`src/hw/mem_cfg_pkg.sv`:
```
package mem_cfg_pkg;

  // word geometry
  localparam int DATA_WIDTH = 32;
  localparam int NUM_WMASKS = 4;                         // one mask bit per byte
  localparam int LANE_WIDTH = DATA_WIDTH / NUM_WMASKS;   // bits per mask lane

  // memory and bank geometry
  localparam int MEM_DEPTH  = 2048;                      // words in the whole memory
  localparam int NUM_BANKS  = 8;
  localparam int BANK_DEPTH = MEM_DEPTH / NUM_BANKS;     // words per bank

  // address split, low bits interleave across banks
  localparam int ADDR_WIDTH = $clog2(MEM_DEPTH);
  localparam int BANK_BITS  = $clog2(NUM_BANKS);
  localparam int ROW_BITS   = $clog2(BANK_DEPTH);

  typedef struct packed {
    logic [ROW_BITS-1:0]  row;                           // upper bits, row in bank
    logic [BANK_BITS-1:0] bank;                          // lower bits, bank index
  } addr_fields_t;

  // the same word address, seen flat or as bank/row
  typedef union packed {
    logic [ADDR_WIDTH-1:0] flat;
    addr_fields_t          fields;
  } mem_addr_u;

endpackage

```
`src/hw/mem_port_pkg.sv`:
```
package mem_port_pkg;

  import mem_cfg_pkg::*;

  // port A request, read when we is low, write when high
  typedef struct packed {
    logic                  en;                           // request valid this cycle
    logic                  we;                           // write enable
    logic [NUM_WMASKS-1:0] wmask;                        // byte lanes to write
    mem_addr_u             addr;
    logic [DATA_WIDTH-1:0] wdata;
  } rw_req_t;

  // port B request, read only
  typedef struct packed {
    logic      en;
    mem_addr_u addr;
  } rd_req_t;

  // per-bank read-write request, after address decode
  typedef struct packed {
    logic                  en;
    logic                  we;
    logic [NUM_WMASKS-1:0] wmask;
    logic [ROW_BITS-1:0]   row;                          // row inside the bank
    logic [DATA_WIDTH-1:0] wdata;
  } bank_rw_t;

  // per-bank read request
  typedef struct packed {
    logic                en;
    logic [ROW_BITS-1:0] row;
  } bank_rd_t;

endpackage

```
`src/hw/bank_router.sv`:
```
`timescale 1ns/1ns

module bank_router (
  input  mem_port_pkg::rw_req_t   port_a,
  input  mem_port_pkg::rd_req_t   port_b,
  output mem_port_pkg::bank_rw_t  bank_rw [mem_cfg_pkg::NUM_BANKS],
  output mem_port_pkg::bank_rd_t  bank_rd [mem_cfg_pkg::NUM_BANKS]
);

  import mem_cfg_pkg::*;
  import mem_port_pkg::*;

  logic [NUM_BANKS-1:0] sel_a;                           // one-hot bank select, port A
  logic [NUM_BANKS-1:0] sel_b;                           // one-hot bank select, port B

  // decode bank field of each address
  always_comb begin
    sel_a = '0;
    sel_b = '0;
    sel_a[port_a.addr.fields.bank] = port_a.en;
    sel_b[port_b.addr.fields.bank] = port_b.en;
  end

  // port A fan-out, unselected banks see an idle request
  always_comb begin
    for (int b = 0; b < NUM_BANKS; b++) begin
      bank_rw[b] = '0;
      if (sel_a[b]) begin
        bank_rw[b].en    = 1'b1;
        bank_rw[b].we    = port_a.we;
        bank_rw[b].wmask = port_a.wmask;
        bank_rw[b].row   = port_a.addr.fields.row;
        bank_rw[b].wdata = port_a.wdata;
      end
    end
  end

  // port B fan-out
  always_comb begin
    for (int b = 0; b < NUM_BANKS; b++) begin
      bank_rd[b] = '0;
      if (sel_b[b]) begin
        bank_rd[b].en  = 1'b1;
        bank_rd[b].row = port_b.addr.fields.row;
      end
    end
  end

endmodule

```
`config.mk`:
```
export PLATFORM = sky130hd
export DESIGN_NAME = bank_router
export DESIGN_NICKNAME = d
export VERILOG_FILES = /design/src/hw/mem_cfg_pkg.sv /design/src/hw/mem_port_pkg.sv /design/src/hw/bank_router.sv
export SDC_FILE = /design/constraint.sdc
export NUM_CORES = 1
export LEC_CHECK = 0
export BUFFER_PORTS_ARGS = -buffer_cell sky130_fd_sc_hd__clkbuf_2
export CAP_MARGIN = 20
export CORE_AREA = 3 3 192 194
export DETAILED_ROUTE_END_ITERATION = 10
export DIE_AREA = 0 0 195 197
export MAX_ROUTING_LAYER = met4
export SLEW_MARGIN = 20
export SYNTH_ARGS = -nofsm -noshare
export SYNTH_HDL_FRONTEND = slang
export SYNTH_SLANG_ARGS = --single-unit
export TNS_END_PERCENT = 1
```
`constraint.sdc`:
```
create_clock -name vclk -period 1.1
set_input_delay 0.165 -clock vclk [all_inputs]
set_output_delay 0.165 -clock vclk [all_outputs]
set_load 0.01 [all_outputs]
```
==> results.json <==
{
  "core-area_sq_um": 35400,
  "n_antenna_cell": 0,
  "syn_nets": 672,
  "p_leak_nw": 3.70,
  "syn_avg_cell_area_sq_um": 4.66,
  "pwr-share-clk": 0,
  "antenna_found_initial": 0,
  "min_period_over_period": 1.20,
  "die_w_um": 195,
  "finalSetupViolCount": 391,
  "flops_and_latches": 0,
  "critPathKind": "primary input to output port",
  "grt_pass1_vias": 5547,
  "dpl-instance-area_sq_um": 6190,
  "end_kind": "output port",
  "critical_path.slowest_cell": "nand3b_1",
  "final_area_sq_um": 6750,
  "power_density_nw_per_um2": 271,
  "cp.depth": 5,
  "start_util": 0.0804,
  "fillerInstances": 4034,
  "cpPeakStageDelay_ns": 0.35,
  "p_seq_frac": 0,
  "yosys.area.top_type": "nor2_1",
  "grt_pass1_wl_um": 32000,
  "hold_class": "primary input to output port",
  "synth_top_area_share": 0.501,
  "power_mw": 1.83,
  "power.switching_mw": 1.09,
  "status": "finished with violations",
  "ys_seq_area_frac": 0,
  "p_int_uw": 733,
  "drc_errors": 0,
  "seqCellArea_sq_um": 0,
  "dp_hpwl_um": 17800,
  "violations": "setup timing",
  "fmax_mhz": 756,
  "nNetsFinal": 1170,
  "wl_per_cell_um": 14.6,
  "yosys-top-cells-area": "nor2_1 (50%), nand3b_1 (12%), and2_1 (11%)",
  "cp_max_fo": 8,
  "finalWeightedCongestion": 0.880,
  "min_path_cells": 4,
  "rows": 69,
  "hp-start": "port_a[5]",
  "rsz0062_at_grt": "yes",
  "path_cells": "buf_12 -> buf_12 -> nand3b_1 -> nor2_1 -> clkbuf_2",
  "vias": 6103,
  "routed_wl_um": 22900,
  "drv_slew": 0,
  "vdd_ir_drop_max_mv": 0.110,
  "grt.overflow.total": 0,
  "syn2layout_area_growth_pct": 137,
  "first_iter_violations": 283,
  "setup_ws_ns": -0.223,
  "drive_above_1_share": 0.554,
  "ys_types": 17,
  "finalHoldViolCount": 0,
  "dieArea_sq_um": 38400,
  "cp.required_ns": 0.94,
  "grt_max_degree": 67,
  "ys.warnings.count": 0,
  "clock_buffer_count": 0,
  "min_period_ns": 1.32,
  "worst_pin_slew_ns": 0.369,
  "max-cap-violations": 0,
  "path_common_cell": "buf_12",
  "slew_headroom": 0.754,
  "grt_usage": 0.107,
  "first_pass_iters": 5,
  "cp.arrival_ns": 1.16,
  "fp.dieH_um": 197,
  "sw_frac_of_total": 0.599,
  "critPathLaunchType": "primary input",
  "final_common_cell": "clkbuf_2",
  "synth_cells": 611,
  "worst-path-buf-inv": 3,
  "port_buffers": 501,
  "pin_count": 501,
  "path_delay_family": "simple AND/OR/NAND/NOR gates",
  "power_frac_comb": 1.000,
  "via_per_inst": 3.89,
  "netlist_area_sq_um": 2850,
  "antenna_left": 0,
  "mostFrequentLayoutCells": "clkbuf_2 (433), nor2_1 (371), buf_2 (48)",
  "crit_start": "port_a[32]"
}
## synthesized netlist by cell type
cell,count
buf_1,5
buf_2,40
and2_1,48
nand2_1,3
and4_1,1
or2_1,1
and4b_1,3
nand3_1,47
buf_6,2
nand3b_1,47
nor4b_4,1
nor4bb_4,3
nand2b_1,5
clkbuf_1,20
buf_4,1
nor3_1,4
nor2_1,380
## cells by family after synthesis
logic type             Yosys count  share of synthesized area
buffers and inverters           68                      0.114
and+or+nand+nor                543                      0.886
## cell type report
type	instances	area, sq um	area share
multi-input cells	543	2710	0.401
well taps	461	577	0.0854
repair buffers	564	3470	0.513
## metal layers
layer	global-route usage	share of wire
met1	0.127	0.39
met2	0.192	0.50
met3	0.0108	0.081
met4	0.0288	0.027
met5	-	0
## power by group through the flow
| stage | registers, mW | clock network [mW] | logic, mW |
|---|---|---|---|
| after detailed placement | 0 | 0 | 1.60 |
| after global routing | 0 | 0 | 1.97 |
| after global placement | 0 | 0 | 1.58 |
| after CTS | 0 | 0 | 1.78 |
| final | 0 | 0 | 1.83 |
| after floorplan | 0 | 0 | 0.800 |
## worst min-delay path: cells and delay by family
| kind | cells | cell delay, ns |
|---|---|---|
| buffers and inverters | 2 | 0.22 |
| AND/OR/NAND/NOR | 2 | 0.13 |
## stage by stage
| stage | TNS [ns] | setup WS (ns) | std cells | utilization | hold WS [ns] |
|---|---|---|---|---|---|
| global placement | -57.06 | -0.327 | 1561 | 0.175 | 0.718 |
| finish | -39.04 | -0.223 | 1568 | 0.191 | 0.679 |
| floorplan | -0.390 | -0.0325 | 611 | - | 0.366 |
| CTS | -40.70 | -0.226 | 1567 | 0.186 | 0.698 |
| global route | -61.82 | -0.263 | 1568 | 0.191 | 0.722 |
| detailed placement | -62.54 | -0.328 | 1561 | 0.175 | 0.723 |
## final timing paths
check,to,slack (ns)
worst min-delay path,bank_rw[281],0.68
worst max-delay path,bank_rw[322],-0.22
## timing repair
item                                   CTS  global route
buffers inserted                         2             0
hold buffers                             0             0
pin swaps                               85            45
setup endpoints to repair              440           422
gates resized for setup                 64            99
endpoints found under the hold margin    0             0
gates cloned                             4             1
Power figures use the tool's default switching activity.
