==> src/hw/mem_cfg_pkg.sv <==
package mem_cfg_pkg;

  // word geometry
  localparam int DATA_WIDTH = 32;
  localparam int NUM_WMASKS = 4;                         // one mask bit per byte
  localparam int LANE_WIDTH = DATA_WIDTH / NUM_WMASKS;   // bits per mask lane

  // memory and bank geometry
  localparam int MEM_DEPTH  = 2048;                      // words in the whole memory
  localparam int NUM_BANKS  = 8;
  localparam int BANK_DEPTH = MEM_DEPTH / NUM_BANKS;     // words per bank

  // address split, low bits interleave across banks
  localparam int ADDR_WIDTH = $clog2(MEM_DEPTH);
  localparam int BANK_BITS  = $clog2(NUM_BANKS);
  localparam int ROW_BITS   = $clog2(BANK_DEPTH);

  typedef struct packed {
    logic [ROW_BITS-1:0]  row;                           // upper bits, row in bank
    logic [BANK_BITS-1:0] bank;                          // lower bits, bank index
  } addr_fields_t;

  // the same word address, seen flat or as bank/row
  typedef union packed {
    logic [ADDR_WIDTH-1:0] flat;
    addr_fields_t          fields;
  } mem_addr_u;

endpackage

==> src/hw/read_return_mux.sv <==
`timescale 1ns/1ns

module read_return_mux (
  input  logic                                 clk,
  input  logic                                 rst,
  input  logic                                 rd_en,        // read issued this cycle
  input  logic [mem_cfg_pkg::BANK_BITS-1:0]    bank_sel,
  input  logic [mem_cfg_pkg::DATA_WIDTH-1:0]   bank_rdata [mem_cfg_pkg::NUM_BANKS],
  output logic [mem_cfg_pkg::DATA_WIDTH-1:0]   rdata
);

  import mem_cfg_pkg::*;

  logic                 pend_valid;                      // bank data lands next edge
  logic [BANK_BITS-1:0] pend_bank;                       // bank that read went to

  // first edge: remember the outstanding read
  always_ff @(posedge clk) begin
    if (rst) begin
      pend_valid <= 1'b0;
    end else begin
      pend_valid <= rd_en;
    end
  end

  always_ff @(posedge clk) begin
    if (rd_en) begin
      pend_bank <= bank_sel;
    end
  end

  // second edge: capture the bank word, otherwise hold
  always_ff @(posedge clk) begin
    if (rst) begin
      rdata <= '0;
    end else if (pend_valid) begin
      rdata <= bank_rdata[pend_bank];
    end
  end

endmodule

==> config.mk <==
export PLATFORM = sky130hd
export DESIGN_NAME = read_return_mux
export DESIGN_NICKNAME = d
export VERILOG_FILES = /design/src/hw/mem_cfg_pkg.sv /design/src/hw/read_return_mux.sv
export SDC_FILE = /design/constraint.sdc
export NUM_CORES = 1
export LEC_CHECK = 0
export ABC_AREA = 1
export BUFFER_PORTS_ARGS = -buffer_cell sky130_fd_sc_hd__clkbuf_2
export CORE_AREA = 2 2 116 118
export CTS_CLUSTER_DIAMETER = 50
export DETAILED_ROUTE_END_ITERATION = 16
export DIE_AREA = 0 0 118 120
export GPL_TIMING_DRIVEN = 1
export PLACE_DENSITY = 0.73
export SYNTH_ARGS = -nofsm -noshare
export SYNTH_HDL_FRONTEND = slang
export SYNTH_SLANG_ARGS = --single-unit
==> constraint.sdc <==
create_clock -name clk -period 1.2 [get_ports clk]
set_input_delay 0.06 -clock clk [delete_from_list [all_inputs] [get_ports clk]]
set_output_delay 0.06 -clock clk [all_outputs]
set_load 0.005 [all_outputs]
==> reports/metrics.yaml, run 1 <==
worst_setup_path:
  cp_max_fo: 8
  crit_path_end_kind: "register"
  reg2reg_to: "rdata[14]"
  arrival_ns: 1.58
  rr_startpoint: "pend_bank[0]"
  max_stage_delay_ns: 0.39
  critPathLaunchType: "register"
  path_class: "reg -> reg"
  worst-r2r-setup-slack_ns: -0.21
  path_cells: "buf_6 -> inv_8 -> buf_12 -> buf_12 -> buf_16 -> nand2_2 -> nand3_2 -> nand3_2 -> nand2_2 -> a21oi_2"
  worstRegToRegCells: 10
  cp.required_ns: 1.37
  slowest_stage: "edfxtp_1"
timing:
  tightest_slew_ns: 0.285
  final_hold_viol_count: 0
  fin_skew_ns: 0.00369
  drv_slew: 0
  fin_crit_sh_pct: 117
  finalWorstSetupSlack_ns: -0.209
  rsz0062_at_grt: "true"
  finalSetupTns_ns: -4.86
  finalCriticalPeriod_ns: 1.41
  setup_violations: 32
  max_clock_freq_mhz: 710
  relSlewSlack_pct: 81.0
cts:
  clock_path_buffers: 2
  cts.reportedPaths.clkPinSlew_ns: 0.06
  cts_sinks: 36
  cts_buffers: 5
  cts_tree: "done"
  clock-root-buffer: "clkbuf_16"
  h-tree-depth: 2
  worstSkewPairLatency_ns: 0.28
grt:
  grt_pass1_wl_um: 27600
  grt_use_total_pct: 23.8
  grt_pass1_vias: 5890
  grt_antenna_before_repair: 0
  grt_overflow_total: 0
  grt_max_degree: 36
routing:
  wirelength_um: 17700
  vias_per_cell: 4.63
  wl_per_cell_um: 13.0
  drtPass1Iterations: 5
  drtAntennaViolNets: 0
  drtIter0Drc: 348
  vias: 6334
  drc: 0
layout:
  final_cell_mix: "clkbuf_2, inv_1, nand2_1"
  n_antenna_cell: 0
  layout_commonest_cell: "clkbuf_2"
  fin_nets: 1453
  area_growth_pct: 61.5
  layout-drive-gt1-share_pct: 36.1
floorplan:
  start_util_pct: 33.6
  row_count: 42
  fp.dieW_um: 118
  core-area_sq_um: 13000
  boundaryPins: 294
  dieArea_sq_um: 14200
  die_y_um: 120
yosys:
  synth_top_area_share_pct: 24.8
  netlist_area_sq_um: 4360
  synth_fp_nets: 1162
  syn_area_per_cell_sq_um: 4.84
  synth_top_cell_by_area: "nand2_1"
  yosysUniqueCellTypes: 12
  yosysSeqAreaShare_pct: 17.2
  synth.area.top_cells: "nand2_1, inv_1, nand3_1, dfxtp_1, buf_2"
  syn_inst: 900
  ys_warn_count: 0
  ys_seq_elements: 36
place:
  dp_slack_ns: -0.181
  place_congestion: 0.860
  port-buffer-count: 293
  hpwlAfterDp_um: 12900
hold_path:
  min_path_type: "in -> reg"
  worstHoldEndpoint: "pend_valid"
  min_path_cells: 3
  min_from: "rd_en"
job:
  drv_cap: 0
pwr:
  leakagePower_nw: 4.67
  vdd_drop_max_mv: 0.566
  power_density_nw_per_um2: 732
run_status:
  status: "finished, violations left"
  violations: "setup timing"
worst max-delay path by stage:
stage          depth (start not counted)   endpoint         start  slack [ns]
2_1_floorplan                          8  rdata[15]  pend_bank[0]       0.002
3_3_place_gp                           7  rdata[30]  pend_bank[0]       -0.18
3_5_place_dp                           7  rdata[30]  pend_bank[0]       -0.18
4_1_cts                               10  rdata[15]  pend_bank[0]       -0.18
5_1_grt                               10  rdata[14]  pend_bank[0]       -0.27
6_report                              10  rdata[14]  pend_bank[0]       -0.21
routing by layer:
layer / routed length (um) / share of wire, % / GRT usage (%)
met1: 7380 / 42 / 28.8
met2: 8560 / 48 / 42.8
met3: 1390 / 7.8 / 4.28
met4: 406 / 2.3 / 6.78
met5: 0 / 0 / 0
metrics by stage:
step	instances	area, sq um	util [%]	power [mW]	hold slack [ns]
after global placement	1340	6180	47.6	3.46	0.236
after detailed placement	1340	6180	47.6	3.47	0.234
after floorplan	900	4360	-	2.53	0.131
final	1368	7040	54.3	5.15	0.0329
after global routing	1368	7040	54.3	5.53	0.0353
after CTS	1365	6700	51.6	5.01	0.0248
cells in the mapped netlist:
library cell and number:
nor2_1 1, clkbuf_1 19, dfxtp_1 33, buf_2 37, nand2_1 288, inv_2 2
nand3_1 192, o21ai_0 32, buf_1 2, edfxtp_1 3, inv_1 259, a21oi_1 32
area by class of cell:
class	count	area, sq um
Timing Repair Buffer	342	2240
Tap cell	176	220
Sequential cell	36	752
Multi-Input combinational cell	545	2700
Inverter	261	987
Clock buffer	7	133
Fill cell	1379	5940
Clock inverter	1	5.00
critical path: cells and delay by family, from the launching register on:
kind / cells / cell delay, ns
flops: 1 / 0.39
simple gates: 4 / 0.27
buf+inv: 5 / 0.58
compound gates: 1 / 0.04
registers in the layout, indices dropped and copies added, names as in the netlist:
register and count:
rdata 32, pend_bank 3, pend_valid 1
kinds of logic after synthesis:
kind of cell | after synthesis | share of synthesized area [%]
AND/OR/NAND/NOR | 481 | 46.9
AO/OA/AOI/OAI | 64 | 7.35
buffers and inverters | 319 | 28.5
flip-flops | 36 | 17.2
power breakdown:
| part | total [mW] | switching (mW) | internal, mW |
|---|---|---|---|
| Clock | 1.30 | 0.526 | 0.769 |
| Combinational | 2.51 | 1.32 | 1.19 |
| Sequential | 1.35 | 0.0485 | 1.30 |
what timing repair did:
action,4_1_cts,5_1_grt
setup buffers,8,0
pin swaps,5,18
resized for setup,34,65
endpoints found under the setup margin,32,32
gates cloned,5,3
hold endpoints to repair,4,0
hold buffers,4,0
Power figures use the tool's default switching activity.
==> run 2: changes to the inputs <==
--- a/config.mk
+++ b/config.mk
@@ -11,8 +11,9 @@
 export CTS_CLUSTER_DIAMETER = 50
 export DETAILED_ROUTE_END_ITERATION = 16
 export DIE_AREA = 0 0 118 120
+export GPL_ROUTABILITY_DRIVEN = 0
 export GPL_TIMING_DRIVEN = 1
-export PLACE_DENSITY = 0.73
+export PLACE_DENSITY = 0.7
 export SYNTH_ARGS = -nofsm -noshare
 export SYNTH_HDL_FRONTEND = slang
 export SYNTH_SLANG_ARGS = --single-unit
==> run 2 against run 1 <==
The run still ends with setup timing left; worst hold slack improved by 0.012 ns; clock power rose by 15%; routed wire length rose by 2.3%; critical endpoint is now rdata[4]; highest routed layer unchanged.
==> reports/metrics.yaml, run 2 (synthesized netlist as in run 1, its figures left out) <==
floorplan:
  boundaryPins: 294
  dieArea_sq_um: 14200
  core-area_sq_um: 13000
  start_util_pct: 33.6
  fp.dieW_um: 118
  row_count: 42
  die_y_um: 120
worst_setup_path:
  reg2reg_to: "rdata[4]"
  rr_startpoint: "pend_bank[0]"
  arrival_ns: 1.62
  cp-startpoint: "pend_bank[0]"
  cp.required_ns: 1.41
  crit_path_end_kind: "register"
  endpoint: "rdata[4]"
  cp_max_fo: 8
  path_class: "reg -> reg"
  worst-r2r-setup-slack_ns: -0.21
  worstRegToRegCells: 8
  critPathLaunchType: "register"
timing:
  finalSetupTns_ns: -5.00
  setup_violations: 32
  final_hold_viol_count: 0
  finalWorstSetupSlack_ns: -0.212
  drv_slew: 0
  finalCriticalPeriod_ns: 1.41
  fin_skew_ns: 0.00359
  fin_crit_sh_pct: 118
  max_clock_freq_mhz: 708
  relSlewSlack_pct: 77.7
  rsz0062_at_grt: "true"
  tightest_slew_ns: 0.334
cts:
  cts_tree: "done"
  cts.reportedPaths.clkPinSlew_ns: 0.06
  clock_path_buffers: 2
  cts_buffers: 5
  clock-root-buffer: "clkbuf_16"
  worstSkewPairLatency_ns: 0.28
  cts_sinks: 36
  h-tree-depth: 2
layout:
  regArea_sq_um: 752
  area_growth_pct: 60.9
  top_register: "rdata"
  layout_commonest_cell: "clkbuf_2"
  multi_input_area_sq_um: 2630
  final_util_pct: 54.0
  fin_nets: 1451
  largest_register_ffs: 32
  n_antenna_cell: 0
  final_cell_mix: "clkbuf_2, nand2_1, inv_1"
  layout-drive-gt1-share_pct: 34.6
  fillers: 1356
  top_regs: "rdata x32, pend_bank x3, pend_valid x1"
place:
  hpwlAfterDp_um: 12500
  port-buffer-count: 293
  dp_slack_ns: -0.381
routing:
  wirelength_um: 18100
  drc: 0
  vias: 6418
  wl_per_cell_um: 13.3
  drtPass1Iterations: 7
  drtAntennaViolNets: 0
  vias_per_cell: 4.70
  drtIter0Drc: 445
run_status:
  violations: "setup timing"
  status: "finished, violations left"
hold_path:
  min_path_type: "in -> reg"
grt:
  grt_overflow_total: 0
  grt_pass1_wl_um: 27300
  grt_max_degree: 65
  grt_use_total_pct: 23.7
  grt_pass1_vias: 5717
  grt_antenna_before_repair: 0
pwr:
  p_switching_mw: 1.89
  p_int_mw: 3.46
  clkPwrFrac_pct: 27.9
  vdd_drop_max_mv: 0.688
  power.share.combinational_pct: 46.8
  swShare_pct: 35.4
  power_density_nw_per_um2: 764
  leakagePower_nw: 4.65
  seq_power_share_pct: 25.3
job:
  drv_cap: 0
[run 2: cell types whose count changed in the layout (fill, tap and decap cells not counted), sizes merged]
cell,delta
bufbuf,+1
buf,-7
clkinv,+1
bufinv,+1
clkbuf,+2
[run 2: through the flow]
step           hold WS, ns  power (mW)  instance area [sq um]  instances
2_1_floorplan        0.131        2.53                   4360        900
3_3_place_gp         0.234        3.41                   6090       1335
3_5_place_dp         0.233        3.42                   6090       1335
4_1_cts             0.0367        5.14                   6570       1358
5_1_grt             0.0563        5.71                   7010       1366
6_report            0.0446        5.36                   7010       1366
[run 2: how the worst min path moves through the flow]
stage,startpoint,to,slack (ns),depth (start not counted)
2_1_floorplan,rst,pend_valid,0.13,1
3_3_place_gp,rst,pend_valid,0.23,2
3_5_place_dp,rst,pend_valid,0.23,2
4_1_cts,rd_en,pend_valid,0.04,3
5_1_grt,rd_en,pend_valid,0.06,3
6_report,rd_en,pend_valid,0.04,3
[run 2: metal layers]
metal	part of all wire [%]	global-route usage, %	vias up
met5	0	0	-
met3	7.8	4.42	48
met4	3.2	7.53	0
met2	49	43.1	333
met1	40	28.1	2802
li1	-	-	3235
[run 2: area by class of cell]
type	count	share of cell area [%]
multi-input combinational	545	37.5
timing repair buffer	339	32.0
inverter	261	14.1
sequential	36	10.7
tap	176	3.14
clock buffer	6	1.84
clock inverter	2	0.499
timing repair inverter	1	0.125
[run 2: power groups by stage]
stage | logic [mW] | registers, mW | clock network (mW)
6_report | 2.51 | 1.36 | 1.50
2_1_floorplan | 1.15 | 1.37 | 0
4_1_cts | 2.26 | 1.35 | 1.53
3_5_place_dp | 2.04 | 1.38 | 0
5_1_grt | 2.77 | 1.36 | 1.58
3_3_place_gp | 2.03 | 1.38 | 0
[run 2: timing repair]
action	4_1_cts	5_1_grt
hold endpoints to repair	4	0
gates resized for setup	21	73
hold buffers	4	0
buffers inserted	4	1
cloned	7	8
pin swaps	1	41
endpoints found under the setup margin	32	32
[run 2: critical path, stage by stage, from the launching register on]
cell and delay [ns]:
edfxtp_1 0.42, buf_6 0.18, buf_12 0.15, clkbuf_16 0.17, nand2_2 0.07, nand3_2 0.06
nand3_1 0.10, nand2_1 0.07, a21oi_2 0.13
